File: src/design/deskew_pkg.sv
package deskew_pkg;

    ////////////////////////////////////////
    // skew fifo sizing
    ////////////////////////////////////////
    localparam int fifo_depth        = 32;
    localparam int prog_empty_thresh = 4; // empty while count <= this

    typedef logic [4:0] fifo_addr_t;
    typedef logic [5:0] fifo_cnt_t;       // 0 .. fifo_depth

    ////////////////////////////////////////
    // misalignment handling
    ////////////////////////////////////////
    localparam int misalign_thresh = 16;  // misaligned cycles per round before retry
    localparam int protect_cycles  = 32;  // datapath clear after retry
    localparam int rx_reset_cycles = 20;  // deserializer reset length

    typedef logic [15:0] round_cnt_t;
    typedef logic [31:0] accus_cnt_t;
    typedef logic [15:0] retry_cnt_t;

    typedef enum logic [1:0] {
        run,
        protect,
        settle
    } retry_state_t;

endpackage

File: src/design/vid_pkg.sv
package vid_pkg;

    ////////////////////////////////////////
    // port and lane geometry
    ////////////////////////////////////////
    localparam int port_num = 4;          // parallel input ports
    localparam int lane_num = 4;          // lanes per port
    localparam int chan_w   = 2 * lane_num; // bits per colour channel

    typedef logic [chan_w-1:0] chan_t;

    // one port's pixel, sync bits on top
    typedef struct packed {
        logic  vs;
        logic  hs;
        logic  de;
        chan_t r;
        chan_t g;
        chan_t b;
    } pix_t;

    // all ports side by side, port 0 in the low bits
    typedef pix_t [port_num-1:0] pix_bus_t;

    ////////////////////////////////////////
    // port selection
    ////////////////////////////////////////
    typedef logic [port_num-1:0] port_mask_t; // one bit per port
    typedef logic [3:0]          port_cnt_t;  // number of ports in use

endpackage

File: src/design/align_monitor.sv
`timescale 1ns/1ps

module align_monitor import vid_pkg::*, deskew_pkg::*; (
    input  logic       PCLK_I,
    input  logic       arst,
    input  port_cnt_t  port_cnt,
    input  port_mask_t aligned_de,
    output port_mask_t active_mask,
    output logic       misaligned,
    output logic       flush,
    output logic       rx_reset,
    output accus_cnt_t accus,
    output round_cnt_t rounds,
    output retry_cnt_t retries
);

    retry_state_t state;
    round_cnt_t   win_cnt;     // protect window countdown
    round_cnt_t   rx_cnt;      // rx_reset countdown
    logic         retry_pulse;

    ////////////////////////////////////////
    // active ports and misalignment
    ////////////////////////////////////////
    always_comb begin
        for (int i = 0; i < port_num; i++) begin
            active_mask[i] = (port_cnt_t'(i) < port_cnt); // low ports only
        end
    end

    // inactive bits read as 1 for the all-one test, 0 for the all-zero test
    assign misaligned = ~flush
                      & ((aligned_de | ~active_mask) != '1)
                      & ((aligned_de & active_mask) != '0);

    assign retry_pulse = (state == run) && (rounds == round_cnt_t'(misalign_thresh));
    assign flush       = (state == protect);

    ////////////////////////////////////////
    // counters
    ////////////////////////////////////////
    always_ff @(posedge PCLK_I) begin
        if (arst) begin
            accus   <= '0;
            rounds  <= '0;
            retries <= '0;
        end else begin
            accus <= accus + accus_cnt_t'(misaligned);
            if (retry_pulse) begin
                rounds  <= '0;                  // new round
                retries <= retries + 1'b1;
            end else begin
                rounds <= rounds + round_cnt_t'(misaligned);
            end
        end
    end

    ////////////////////////////////////////
    // retry fsm
    ////////////////////////////////////////
    always_ff @(posedge PCLK_I) begin
        if (arst) begin
            state   <= run;
            win_cnt <= '0;
        end else begin
            case (state)
                run: begin
                    if (retry_pulse) begin
                        state   <= protect;
                        win_cnt <= round_cnt_t'(protect_cycles - 1);
                    end
                end
                protect: begin
                    if (win_cnt == '0) begin
                        state <= settle;
                    end else begin
                        win_cnt <= win_cnt - 1'b1;
                    end
                end
                settle: begin
                    if (!rx_reset) begin
                        state <= run; // receiver is back up so counting rearms
                    end
                end
                default: state <= run;
            endcase
        end
    end

    // stretched deserializer reset
    always_ff @(posedge PCLK_I) begin
        if (arst) begin
            rx_reset <= 1'b0;
            rx_cnt   <= '0;
        end else if (retry_pulse) begin
            rx_reset <= 1'b1;
            rx_cnt   <= round_cnt_t'(rx_reset_cycles - 1);
        end else if (rx_cnt != '0) begin
            rx_cnt <= rx_cnt - 1'b1;
        end else begin
            rx_reset <= 1'b0;
        end
    end

    // single pulse, no repeat while the receiver reset runs its full length
    a_retry_one_hot: assert property (@(posedge PCLK_I) disable iff (arst)
        retry_pulse |=> (!retry_pulse && rx_reset) [*rx_reset_cycles] ##1 !rx_reset);

endmodule

File: src/design/aligned_readout.sv
`timescale 1ns/1ps

module aligned_readout import vid_pkg::*; (
    input  logic       PCLK_I,
    input  logic       arst,
    input  logic       flush,
    input  pix_bus_t   fifo_data,
    input  port_mask_t prog_empty,
    input  port_mask_t active_mask,
    input  logic       misaligned,
    output logic       rd_en,
    output port_mask_t aligned_de,
    output pix_bus_t   pix_out
);

    logic rd_vld; // fifo_data holds a fresh word

    ////////////////////////////////////////
    // common read enable
    ////////////////////////////////////////
    // idle ports are masked out of the empty check
    assign rd_en = ~|(prog_empty & active_mask) & ~misaligned & ~flush;

    always_comb begin
        for (int i = 0; i < port_num; i++) begin
            aligned_de[i] = fifo_data[i].de;
        end
    end

    ////////////////////////////////////////
    // output register
    ////////////////////////////////////////
    always_ff @(posedge PCLK_I) begin
        if (arst || flush) begin
            rd_vld  <= 1'b0;
            pix_out <= '0;
        end else begin
            rd_vld <= rd_en;
            for (int i = 0; i < port_num; i++) begin
                // stalled read gives blank pixels, not repeats
                pix_out[i] <= rd_vld ? fifo_data[i] : '0;
            end
        end
    end

endmodule

File: src/design/native_deskew.sv
`timescale 1ns/1ps

module native_deskew import vid_pkg::*, deskew_pkg::*; (
    input  logic       PCLK_I,
    input  logic       arst,
    input  port_cnt_t  port_cnt,
    input  pix_bus_t   pix_in,
    output pix_bus_t   pix_out,
    output logic       misaligned,
    output accus_cnt_t accus,
    output round_cnt_t rounds,
    output retry_cnt_t retries,
    output logic       rx_reset
);

    wire pix_bus_t   wr_data;
    wire pix_bus_t   rd_data;
    wire port_mask_t wr_en;
    wire port_mask_t prog_empty;
    wire port_mask_t port_flush;

    port_mask_t active_mask;
    port_mask_t aligned_de;
    logic       rd_en;
    logic       flush;

    ////////////////////////////////////////
    // per port capture and skew fifo
    ////////////////////////////////////////
    for (genvar i = 0; i < port_num; i++) begin : g_port
        assign port_flush[i] = flush | ~active_mask[i]; // idle ports held clear

        port_capture capture_i (
            .PCLK_I  (PCLK_I),
            .arst    (arst),
            .flush   (port_flush[i]),
            .pix_in  (pix_in[i]),
            .wr_en   (wr_en[i]),
            .wr_data (wr_data[i])
        );

        skew_fifo fifo_i (
            .PCLK_I     (PCLK_I),
            .arst       (arst),
            .flush      (port_flush[i]),
            .wr_en      (wr_en[i]),
            .wr_data    (wr_data[i]),
            .rd_en      (rd_en),
            .rd_data    (rd_data[i]),
            .prog_empty (prog_empty[i])
        );
    end

    ////////////////////////////////////////
    // readout and monitor
    ////////////////////////////////////////
    aligned_readout readout_i (
        .PCLK_I      (PCLK_I),
        .arst        (arst),
        .flush       (flush),
        .fifo_data   (rd_data),
        .prog_empty  (prog_empty),
        .active_mask (active_mask),
        .misaligned  (misaligned),
        .rd_en       (rd_en),
        .aligned_de  (aligned_de),
        .pix_out     (pix_out)
    );

    align_monitor monitor_i (
        .PCLK_I      (PCLK_I),
        .arst        (arst),
        .port_cnt    (port_cnt),
        .aligned_de  (aligned_de),
        .active_mask (active_mask),
        .misaligned  (misaligned),
        .flush       (flush),
        .rx_reset    (rx_reset),
        .accus       (accus),
        .rounds      (rounds),
        .retries     (retries)
    );

endmodule

File: src/design/port_capture.sv
`timescale 1ns/1ps

module port_capture import vid_pkg::*; (
    input  logic PCLK_I,
    input  logic arst,
    input  logic flush,
    input  pix_t pix_in,
    output logic wr_en,
    output pix_t wr_data
);

    pix_t pix_q;      // registered port input
    logic de_prev;    // de of the previous cycle
    logic start_flag; // set once a line end was seen
    logic de_rise;
    logic de_fall;

    assign de_rise = ~de_prev & pix_q.de;
    assign de_fall = de_prev & ~pix_q.de;

    ////////////////////////////////////////
    // input register
    ////////////////////////////////////////
    always_ff @(posedge PCLK_I) begin
        if (arst || flush) begin
            pix_q   <= '0;
            de_prev <= 1'b0;
        end else begin
            pix_q   <= pix_in;
            de_prev <= pix_q.de;
        end
    end

    ////////////////////////////////////////
    // write arming
    ////////////////////////////////////////
    // wait for a falling de first, so a port never starts mid line
    always_ff @(posedge PCLK_I) begin
        if (arst || flush) begin
            start_flag <= 1'b0;
            wr_en      <= 1'b0;
        end else begin
            if (de_fall) begin
                start_flag <= 1'b1;
            end
            if (de_rise && start_flag) begin
                wr_en <= 1'b1; // stays on until the next flush
            end
        end
    end

    assign wr_data = pix_q;

endmodule

File: src/design/skew_fifo.sv
`timescale 1ns/1ps

module skew_fifo import vid_pkg::*, deskew_pkg::*; (
    input  logic PCLK_I,
    input  logic arst,
    input  logic flush,
    input  logic wr_en,
    input  pix_t wr_data,
    input  logic rd_en,
    output pix_t rd_data,
    output logic prog_empty
);

    pix_t       mem [fifo_depth];
    fifo_addr_t wr_ptr;
    fifo_addr_t rd_ptr;
    fifo_cnt_t  count;   // words held
    logic       wr_ok;
    logic       rd_ok;

    assign wr_ok = wr_en & ~flush;
    assign rd_ok = rd_en & ~flush;

    // reads are held off until enough skew margin has built up
    assign prog_empty = (count <= fifo_cnt_t'(prog_empty_thresh));

    always_ff @(posedge PCLK_I) begin
        if (wr_ok) begin
            mem[wr_ptr] <= wr_data;
        end
    end

    always_ff @(posedge PCLK_I) begin
        if (arst || flush) begin
            wr_ptr  <= '0;
            rd_ptr  <= '0;
            count   <= '0;
            rd_data <= '0;
        end else begin
            if (wr_ok) begin
                wr_ptr <= wr_ptr + 1'b1; // wraps at fifo_depth
            end
            if (rd_ok) begin
                rd_ptr  <= rd_ptr + 1'b1;
                rd_data <= mem[rd_ptr]; // standard mode, one cycle late
            end
            count <= count + fifo_cnt_t'(wr_ok) - fifo_cnt_t'(rd_ok);
        end
    end

    ////////////////////////////////////////
    // checks
    ////////////////////////////////////////
    // capture has no ready, the shared read must keep pace
    a_no_overflow: assert property (@(posedge PCLK_I) disable iff (arst || flush)
        wr_en |-> (count != fifo_cnt_t'(fifo_depth)) || rd_en);

    // shared read enable must respect this port's fill level
    a_no_underflow: assert property (@(posedge PCLK_I) disable iff (arst || flush)
        rd_en |-> (count != '0));

endmodule

File: config.mk
export PLATFORM = sky130hd
export DESIGN_NAME = native_deskew
export DESIGN_NICKNAME = d
export VERILOG_FILES = /design/src/design/deskew_pkg.sv /design/src/design/vid_pkg.sv /design/src/design/align_monitor.sv /design/src/design/aligned_readout.sv /design/src/design/native_deskew.sv /design/src/design/port_capture.sv /design/src/design/skew_fifo.sv
export SDC_FILE = /design/constraint.sdc
export NUM_CORES = 2
export LEC_CHECK = 0
export BUFFER_PORTS_ARGS = -buffer_cell sky130_fd_sc_hd__clkbuf_2
export CAP_MARGIN = 20
export CORE_MARGIN = 4
export CORE_UTILIZATION = 30
export DETAILED_ROUTE_END_ITERATION = 10
export HOLD_SLACK_MARGIN = 0.05
export SLEW_MARGIN = 5
export SYNTH_ARGS = -nofsm -noshare
export SYNTH_HDL_FRONTEND = slang
export SYNTH_HIERARCHICAL = 1
export SYNTH_SLANG_ARGS = --single-unit
File: constraint.sdc
create_clock -name PCLK_I -period 6.1 [get_ports PCLK_I]
set_input_delay 0.61 -clock PCLK_I [delete_from_list [all_inputs] [get_ports PCLK_I]]
set_output_delay 0.61 -clock PCLK_I [all_outputs]
set_load 0.1 [all_outputs]
# After elaboration in Yosys (flattened, before gate mapping)

Memories as Yosys holds them, arrays and structs flattened. A register that Yosys moved wholly into a read port is not among the register bits.
Cells that the tools add are included.

Word-level logic and storage cells: 211
Register bits after elaboration: 392
Memories: 4
Memory bits (writable): 3456
Bits of input ports: 114
Output and inout bits: 174

Bitwise operators: 47
$add $sub $neg: 21
Eq/ne operators: 9
Order comparisons: 8
Muxes and demuxes: 19
Reduce and logical (&&, ||, !) cells: 22

Memories:

| memory               | words | width | read ports | clocked after memory_dff | wr ports | RTL line        | source |
|---|---|---|---|---|---|---|---|
| g_port[0].fifo_i.mem | 32    | 27    | 1          | 1                        | 1        | skew_fifo.sv:14 | `pix_t mem [fifo_depth];` |
| g_port[1].fifo_i.mem | 32    | 27    | 1          | 1                        | 1        | skew_fifo.sv:14 |  |
| g_port[2].fifo_i.mem | 32    | 27    | 1          | 1                        | 1        | skew_fifo.sv:14 |  |
| g_port[3].fifo_i.mem | 32    | 27    | 1          | 1                        | 1        | skew_fifo.sv:14 |  |

Operator list:

| cell                  | count |
|---|---|
| $add 5x1->5 const B   | 8 |
| $add 32x1->32         | 1 |
| $mux 16               | 2 |
| $pmux 16 s2           | 1 |
| $sub 16x1->16 const B | 2 |
| $add 6x1->6           | 4 |
| $le 6x3->1 const B    | 4 |
| $sub 6x1->6           | 4 |
| $and 1x1->1           | 20 |
| $not 1->1             | 19 |
| $add 16x1->16         | 1 |
| $add 16x1->16 const B | 1 |
| $eq 16x5->1 const B   | 1 |
| $logic_not 16->1      | 1 |
| $reduce_bool 16->1    | 1 |
| $mux 1                | 10 |
| $mux 5                | 2 |
| $and 4x4->4           | 2 |
| $lt 1x4->1 const A    | 2 |
| $lt 2x4->1 const A    | 2 |
| $mux 2                | 3 |
| $ne 2x1->1 const B    | 3 |
| $pmux 2 s3            | 1 |
| $reduce_and 3->1      | 2 |
| 15 further kinds      | 29 |

# Logic depth before layout (Yosys ltp)

Depth after elaboration: 11
Mapped depth: 19
Gate-level depth less buffers: 18

# Cells and area by module

Netlist, hierarchy kept.

By module, submodules not included:

| module                           | cells each | area each (µm²) | seq. area each (µm²) | times used |
|---|---|---|---|---|
| skew_fifo (g_port[1].fifo_i ...) | 1620       | 34561.9         | 26805.7              | 2 |
| skew_fifo (g_port[3].fifo_i)     | 1617       | 34551.9         | 26805.7              | 1 |
| skew_fifo (g_port[0].fifo_i)     | 1618       | 34540.6         | 26805.7              | 1 |
| align_monitor                    | 525        | 4518.1          | 1981.9               | 1 |
| port_capture                     | 66         | 827.0           | 600.6                | 4 |
| aligned_readout                  | 237        | 3103.0          | 2182.1               | 1 |
| native_deskew                    | 4          | 25.0            | 0.0                  | 1 |

# Worst setup path before layout

Ideal clock, no wire load.

Path kind: register to register
From: register monitor_i.state[1]
To: register g_port[3].fifo_i.count[4]
Slack: 1337 ps
Library setup time: 128 ps
Stages on the path, launching flop included: 18
Period minus slack after synthesis: 4763 ps
Arrival time: 4636 ps
Path buffers: 0
Required time: 5972 ps
Cell sequence: dfxtp_1 nand2b_1 clkinv_1 a41oi_1 o41ai_1 nor2_1 a211oi_1 and2_1 nor2b_1 ha_1 inv_1 ha_1 fa_1 a21oi_1 nor2_1 nor2_1 xor2_1 nor2_1

Cells in the longest elaborated chain, start to end: 9
Elaborated cells on any way between the ends: 14
Those cells by class: 2 x add/sub; 1 x eq/ne; 10 x bitwise; 1 x reduce/logical

RTL lines:

| what                       | RTL line              | source |
|---|---|---|
| start, declared            | align_monitor.sv:17   | `retry_state_t state;` |
| start signal, assigned     | align_monitor.sv:63   | `state <= run;` |
| start signal, assigned     | align_monitor.sv:69   | `state <= protect;` |
| start signal, assigned     | align_monitor.sv:75   | `state <= settle;` |
| $eq 2x1->1                 | align_monitor.sv:37   | `assign flush = (state == protect);` |
| via flush                  | native_deskew.sv:25   | `logic flush;` |
| $not 1->1                  | align_monitor.sv:32   | `assign misaligned = ~flush` |
| $and 1x1->1                | align_monitor.sv:33   | `& ((aligned_de \| ~active_mask) != '1)` |
| $and 1x1->1                | align_monitor.sv:34   | `& ((aligned_de & active_mask) != '0);` |
| via misaligned             | native_deskew.sv:9    | `output logic misaligned,` |
| $not 1->1                  | aligned_readout.sv:22 | `assign rd_en = ~\|(prog_empty & active_mask) & ~misaligned & ~flush;` |
| $and 1x1->1 (2 in series)  | aligned_readout.sv:22 |  |
| via rd_en                  | native_deskew.sv:24   | `logic rd_en;` |
| $and 1x1->1                | skew_fifo.sv:22       | `assign rd_ok = rd_en & ~flush;` |
| via g_port[3].fifo_i.rd_ok | skew_fifo.sv:19       | `logic rd_ok;` |
| $sub 6x1->6                | skew_fifo.sv:47       | `count <= count + fifo_cnt_t'(wr_ok) - fifo_cnt_t'(rd_ok);` |
| end signal, assigned       | skew_fifo.sv:47       |  |
| end, declared              | skew_fifo.sv:17       | `fifo_cnt_t count;` |

The timed path passes the listed nets, and every way through them passes these cells.
A chain may end at the register's enable or synchronous reset.

# Worst setup path after layout

From: register monitor_i.state[1]
To: memory g_port[2].fifo_i/mem[2][12] in the netlist's numbering (enable)

Cells in the longest elaborated chain, start to end: 6

RTL lines:

| what                         | RTL line            | source |
|---|---|---|
| $eq 2x1->1                   | align_monitor.sv:37 |  |
| via flush                    | native_deskew.sv:25 |  |
| $or 1x1->1                   | native_deskew.sv:31 | `assign port_flush[i] = flush \| ~active_mask[i];` |
| via port_flush[2]            | native_deskew.sv:20 | `wire port_mask_t port_flush;` |
| $not 1->1                    | skew_fifo.sv:21     | `assign wr_ok = wr_en & ~flush;` |
| $and 1x1->1                  | skew_fifo.sv:21     |  |
| $mux 1                       | skew_fifo.sv:28     | `if (wr_ok) begin` |
| $mux 1 (implied by the code) | skew_fifo.sv:29     | `mem[wr_ptr] <= wr_data;` |
| end, declared                | skew_fifo.sv:14     |  |

The timed path passes the listed nets, and every way through them passes these cells.

==> metrics.md <==
| Metric | Value |
|---|---|
| Largest driver fanout on the critical path | `27` |
| Slowest cell on crit path | `sky130_fd_sc_hd__nor2_4` |
| Internal power consumption | `47.7 mW` |
| Largest buffer count on any clock path | `4` |
| CP cell instances | `nand2b_1, clkinv_1, nand2b_1, nor2b_1, nand2_1, nor2_4` |
| Number of instances in the synthesized netlist | `around 7.5k` |
| Count of buffers inserted at the top-level ports | `approximately 290` |
| Post-Syn Area per Cell | `just under 20 um^2` |
| Most frequent cells after synthesis | `3456 x sky130_fd_sc_hd__edfxtp_1, 648 x sky130_fd_sc_hd__mux4_2, 500 x sky130_fd_sc_hd__dfxtp_1, 462 x sky130_fd_sc_hd__mux2i_1, 301 x sky130_fd_sc_hd__nor2_1` |
| Sequential-to-total area share from yosys stat | `76.3%` |
| Max capacitance violation total | `0` |
| Power dissipated by switching net loads | `14.9 mW` |
| Final worst clock skew | `0.0488 ns` |
| Initial core utilization | `30.2%` |
| HPWL Detailed | `roughly 220000 um` |
| Placer's final routability congestion estimate | `approximately 0.8` |
| Num Clock Sinks | `3956` |
| Layout fillers | `45.7k` |
| Tmin final | `around 4.4 ns` |
| Placeable Area | `495000 um^2` |
| Number of placement rows | `258` |
| Clock transition time at the flip-flop clock pins of the worst setup and hold paths | `0.06 ns` |
| Clock tree root driver cell | `sky130_fd_sc_hd__clkbuf_16` |
| Clock tree from TritonCTS | `yes` |
| Area delta synth->final | `16.8%` |
| Post-detailed-route DRC marker count | `0` |
| Leakage | `54.2 nW` |
| Io pins | `between 200 and 300` |
| Setup repair after global routing missed its margin | `no` |
| Setup CP Type | `reg2reg` |
| Overflow after GRT | `0` |
| Setup TNS Final | `0 ns` |
| Cells resized by post-CTS repair | `0` |
| Async set-reset flop share out of synthesis | `0%` |
| Setup slack, reg-to-reg | `1.68 ns` |
| Kind of end point of the critical path | `flip-flop` |
| Via-to-Cell Ratio | `about 5` |
| Crit path top cell by count | `sky130_fd_sc_hd__nand2b_1` |
| Final Max Tran Viols | `0` |
| Sequential cell area in the final layout | `114000 um^2` |
| Cell Pwr Density | `between 300 and 400 nW/um^2` |
| Part of the total power dissipated in the clock network | `40.0%` |
| Maximum single-stage delay on the critical path | `approximately 1.1 ns` |
| Htree depth | `5` |
| Die Outline Area | `509000 um^2` |
| First-pass GRT wire length | `536000 um` |
| CP required | `6.64 ns` |
| Mapped Nets | `approximately 7.7k` |
| Pin count of the biggest net entering global routing | `between 100 and 150` |
| Starting DRT DRC Count | `a little under 7k` |
| Fin crit share | `72.4%` |
| Part of the power in combinational logic | `11.6%` |
| Number of synthesized flops with an enable pin | `around 3.5k` |
| Sequential fraction of design power | `about half` |
| Overall die width | `approximately 710 um` |
| Final ANT Viol Nets | `0` |
| Clock insertion delay at the later pin of the skew report | `just under 1 ns` |
| Clock buffer count from CTS | `~410` |
| Routed Wire Length | `between 300000 and 400000 um` |
| Fmax | `226 MHz` |
| Worst hold-check path type | `in2reg` |
| DR vias | `between 70k and 80k` |
| Primary FF master, synth | `sky130_fd_sc_hd__edfxtp_1` |
| GRT Util Overall | `around 14%` |
| Cell accounting for the most synthesized area | `sky130_fd_sc_hd__edfxtp_1` |
| Synthesized flop and latch total | `3956` |
| Number of global-route vias before repair | `around 76k` |
| Hold violation count in the final report | `0` |
| First-pass iteration count of the detailed router | `6` |
| Number of warnings printed during yosys synthesis | `6` |
| Ranking of synthesized cells by area | `sky130_fd_sc_hd__edfxtp_1 70%, sky130_fd_sc_hd__mux4_2 9.8%, sky130_fd_sc_hd__dfxtp_1 6.7%` |
| Area of the multi-input gates | `34100 um^2` |
| Worst slew margin | `25.0%` |
| Synthesized cell area | `149000 um^2` |
| Run status | `complete, no violations` |
| Number of buffers inserted by post-CTS setup repair | `0` |
| Number of different library cells in the post-synthesis netlist | `67` |
| Arrival time at the worst endpoint | `around 5 ns` |
| WL per Instance | `~24 um` |
| Total Power Consumption | `approximately 63 mW` |
| Net Sw Frac | `23.8%` |
| Sort of element at the start of the critical path | `flip-flop` |
| Hold-fix buffers at CTS | `about 110` |
| Layout net count | `8236` |
| Fraction of layout cells with a size suffix above 1 | `about a quarter` |
| Most repeated cell in the gate-level netlist after synthesis | `sky130_fd_sc_hd__edfxtp_1` |
| Worst-case vdd ir drop | `0.000248 V` |
| Die span in y | `713 um` |
| Area share of the largest cell type after synthesis | `69.6%` |
| Number of endpoints failing setup at the final stage | `0` |
| Number of antenna violations at the first check in global routing | `19` |
| Measured slew at the worst slew-check pin | `1.12 ns` |
final timing paths:
check                                      start  depth (start not counted)                             end
setup reg to reg              monitor_i/state[1]                          6     g_port[2].fifo_i/mem[2][12]
setup / recovery              monitor_i/state[1]                          6     g_port[2].fifo_i/mem[2][12]
hold reg to reg   g_port[2].capture_i/start_flag                          1  g_port[2].capture_i/start_flag
hold / removal                       port_cnt[0]                          4                readout_i/rd_vld
area by class of cell:
cell class,instances,share of cell area [%]
sequential,3956,65.4
clock buffer,528,6.40
inverter,55,0.118
multi-input combinational,3070,19.6
tap,6630,4.76
antenna,6,0.00862
clock inverter,228,1.37
timing repair buffer,568,2.38
logic make-up after synthesis:
logic type               share of synthesized area (%)
AO/OA/AOI/OAI                                     4.94
flip-flops                                        76.3
adder cells (fa/ha/maj)                          0.549
XOR/XNOR                                         0.705
buffers and inverters                             1.59
AND/OR/NAND/NOR                                   3.05
multiplexers                                      12.9
registers in the layout (all words and copies together), names as in the netlist:
name,flops
g_port.capture_i/start_flag,4
g_port.fifo_i/wr_ptr,20
monitor_i/rx_cnt,16
monitor_i/state,2
g_port.fifo_i/rd_data,108
monitor_i/rx_reset,1
g_port.capture_i/wr_en,4
g_port.fifo_i/rd_ptr,20
monitor_i/accus,32
monitor_i/win_cnt,16
monitor_i/retries,16
readout_i/pix_out,108
monitor_i/rounds,16
g_port.fifo_i/count,24
g_port.capture_i/wr_data,108
g_port.capture_i/de_prev,4
readout_i/rd_vld,1
g_port.fifo_i/mem,3456
power by group through the flow:
stage          clock network (mW)  registers [mW]  logic [mW]
6_report                     25.0            30.2        7.25
5_1_grt                      26.8            30.3        7.83
4_1_cts                      25.7            30.3        7.35
3_5_place_dp                    0            30.9        7.27
3_3_place_gp                    0            30.8        7.16
2_1_floorplan                   0            30.6        5.53
worst max-delay path: cells and delay by family (launching register included):
family | cells | cell delay (ns)
and+or+nand+nor | 5 | 3.23
buffers and inverters | 1 | 0.38
DFF | 1 | 0.35
cell usage in the layout, fill, tap and decap left out, types with 73 or more instances in the layout:
cell	Yosys	layout
sky130_fd_sc_hd__and2_2	80	81
sky130_fd_sc_hd__a2111oi_2	98	99
sky130_fd_sc_hd__a22o_1	208	208
sky130_fd_sc_hd__edfxtp_1	3456	3456
sky130_fd_sc_hd__and2_1	153	152
sky130_fd_sc_hd__a21oi_1	246	246
sky130_fd_sc_hd__clkinv_2	0	75
sky130_fd_sc_hd__mux2i_1	462	462
sky130_fd_sc_hd__clkbuf_2	8	290
sky130_fd_sc_hd__dfxtp_1	500	461
sky130_fd_sc_hd__o221ai_1	108	108
sky130_fd_sc_hd__buf_4	47	147
sky130_fd_sc_hd__clkbuf_1	218	80
sky130_fd_sc_hd__xor2_1	73	73
sky130_fd_sc_hd__nor2_4	0	132
sky130_fd_sc_hd__clkbuf_16	0	419
sky130_fd_sc_hd__o22ai_1	104	104
sky130_fd_sc_hd__a22oi_1	104	104
sky130_fd_sc_hd__dlygate4sd3_1	0	108
sky130_fd_sc_hd__mux4_2	648	648
sky130_fd_sc_hd__nor2_1	301	169
stage by stage:
step / area [um^2] / setup WS, ns / hold WS [ns] / instances / util [%]
after global placement: 159000 / 1.53 / 0.439 / 14152 / 32.2
after detailed placement: 159000 / 1.59 / 0.454 / 14158 / 32.2
final: 174000 / 1.68 / 0.194 / 15041 / 35.2
after CTS: 174000 / 1.53 / 0.0753 / 15022 / 35.2
after global routing: 174000 / 1.29 / 0.161 / 15036 / 35.2
after floorplan: 149000 / 1.34 / 0.430 / 7505 / -
routing by layer:
layer	track usage (%)	part of all wire, %	vias up
li1	-	-	31807
met1	20.3	45	39436
met2	21.9	46	2526
met3	2.16	6.5	496
met4	3.70	2.5	0
met5	0	0	-
Power figures use the tool's default switching activity.
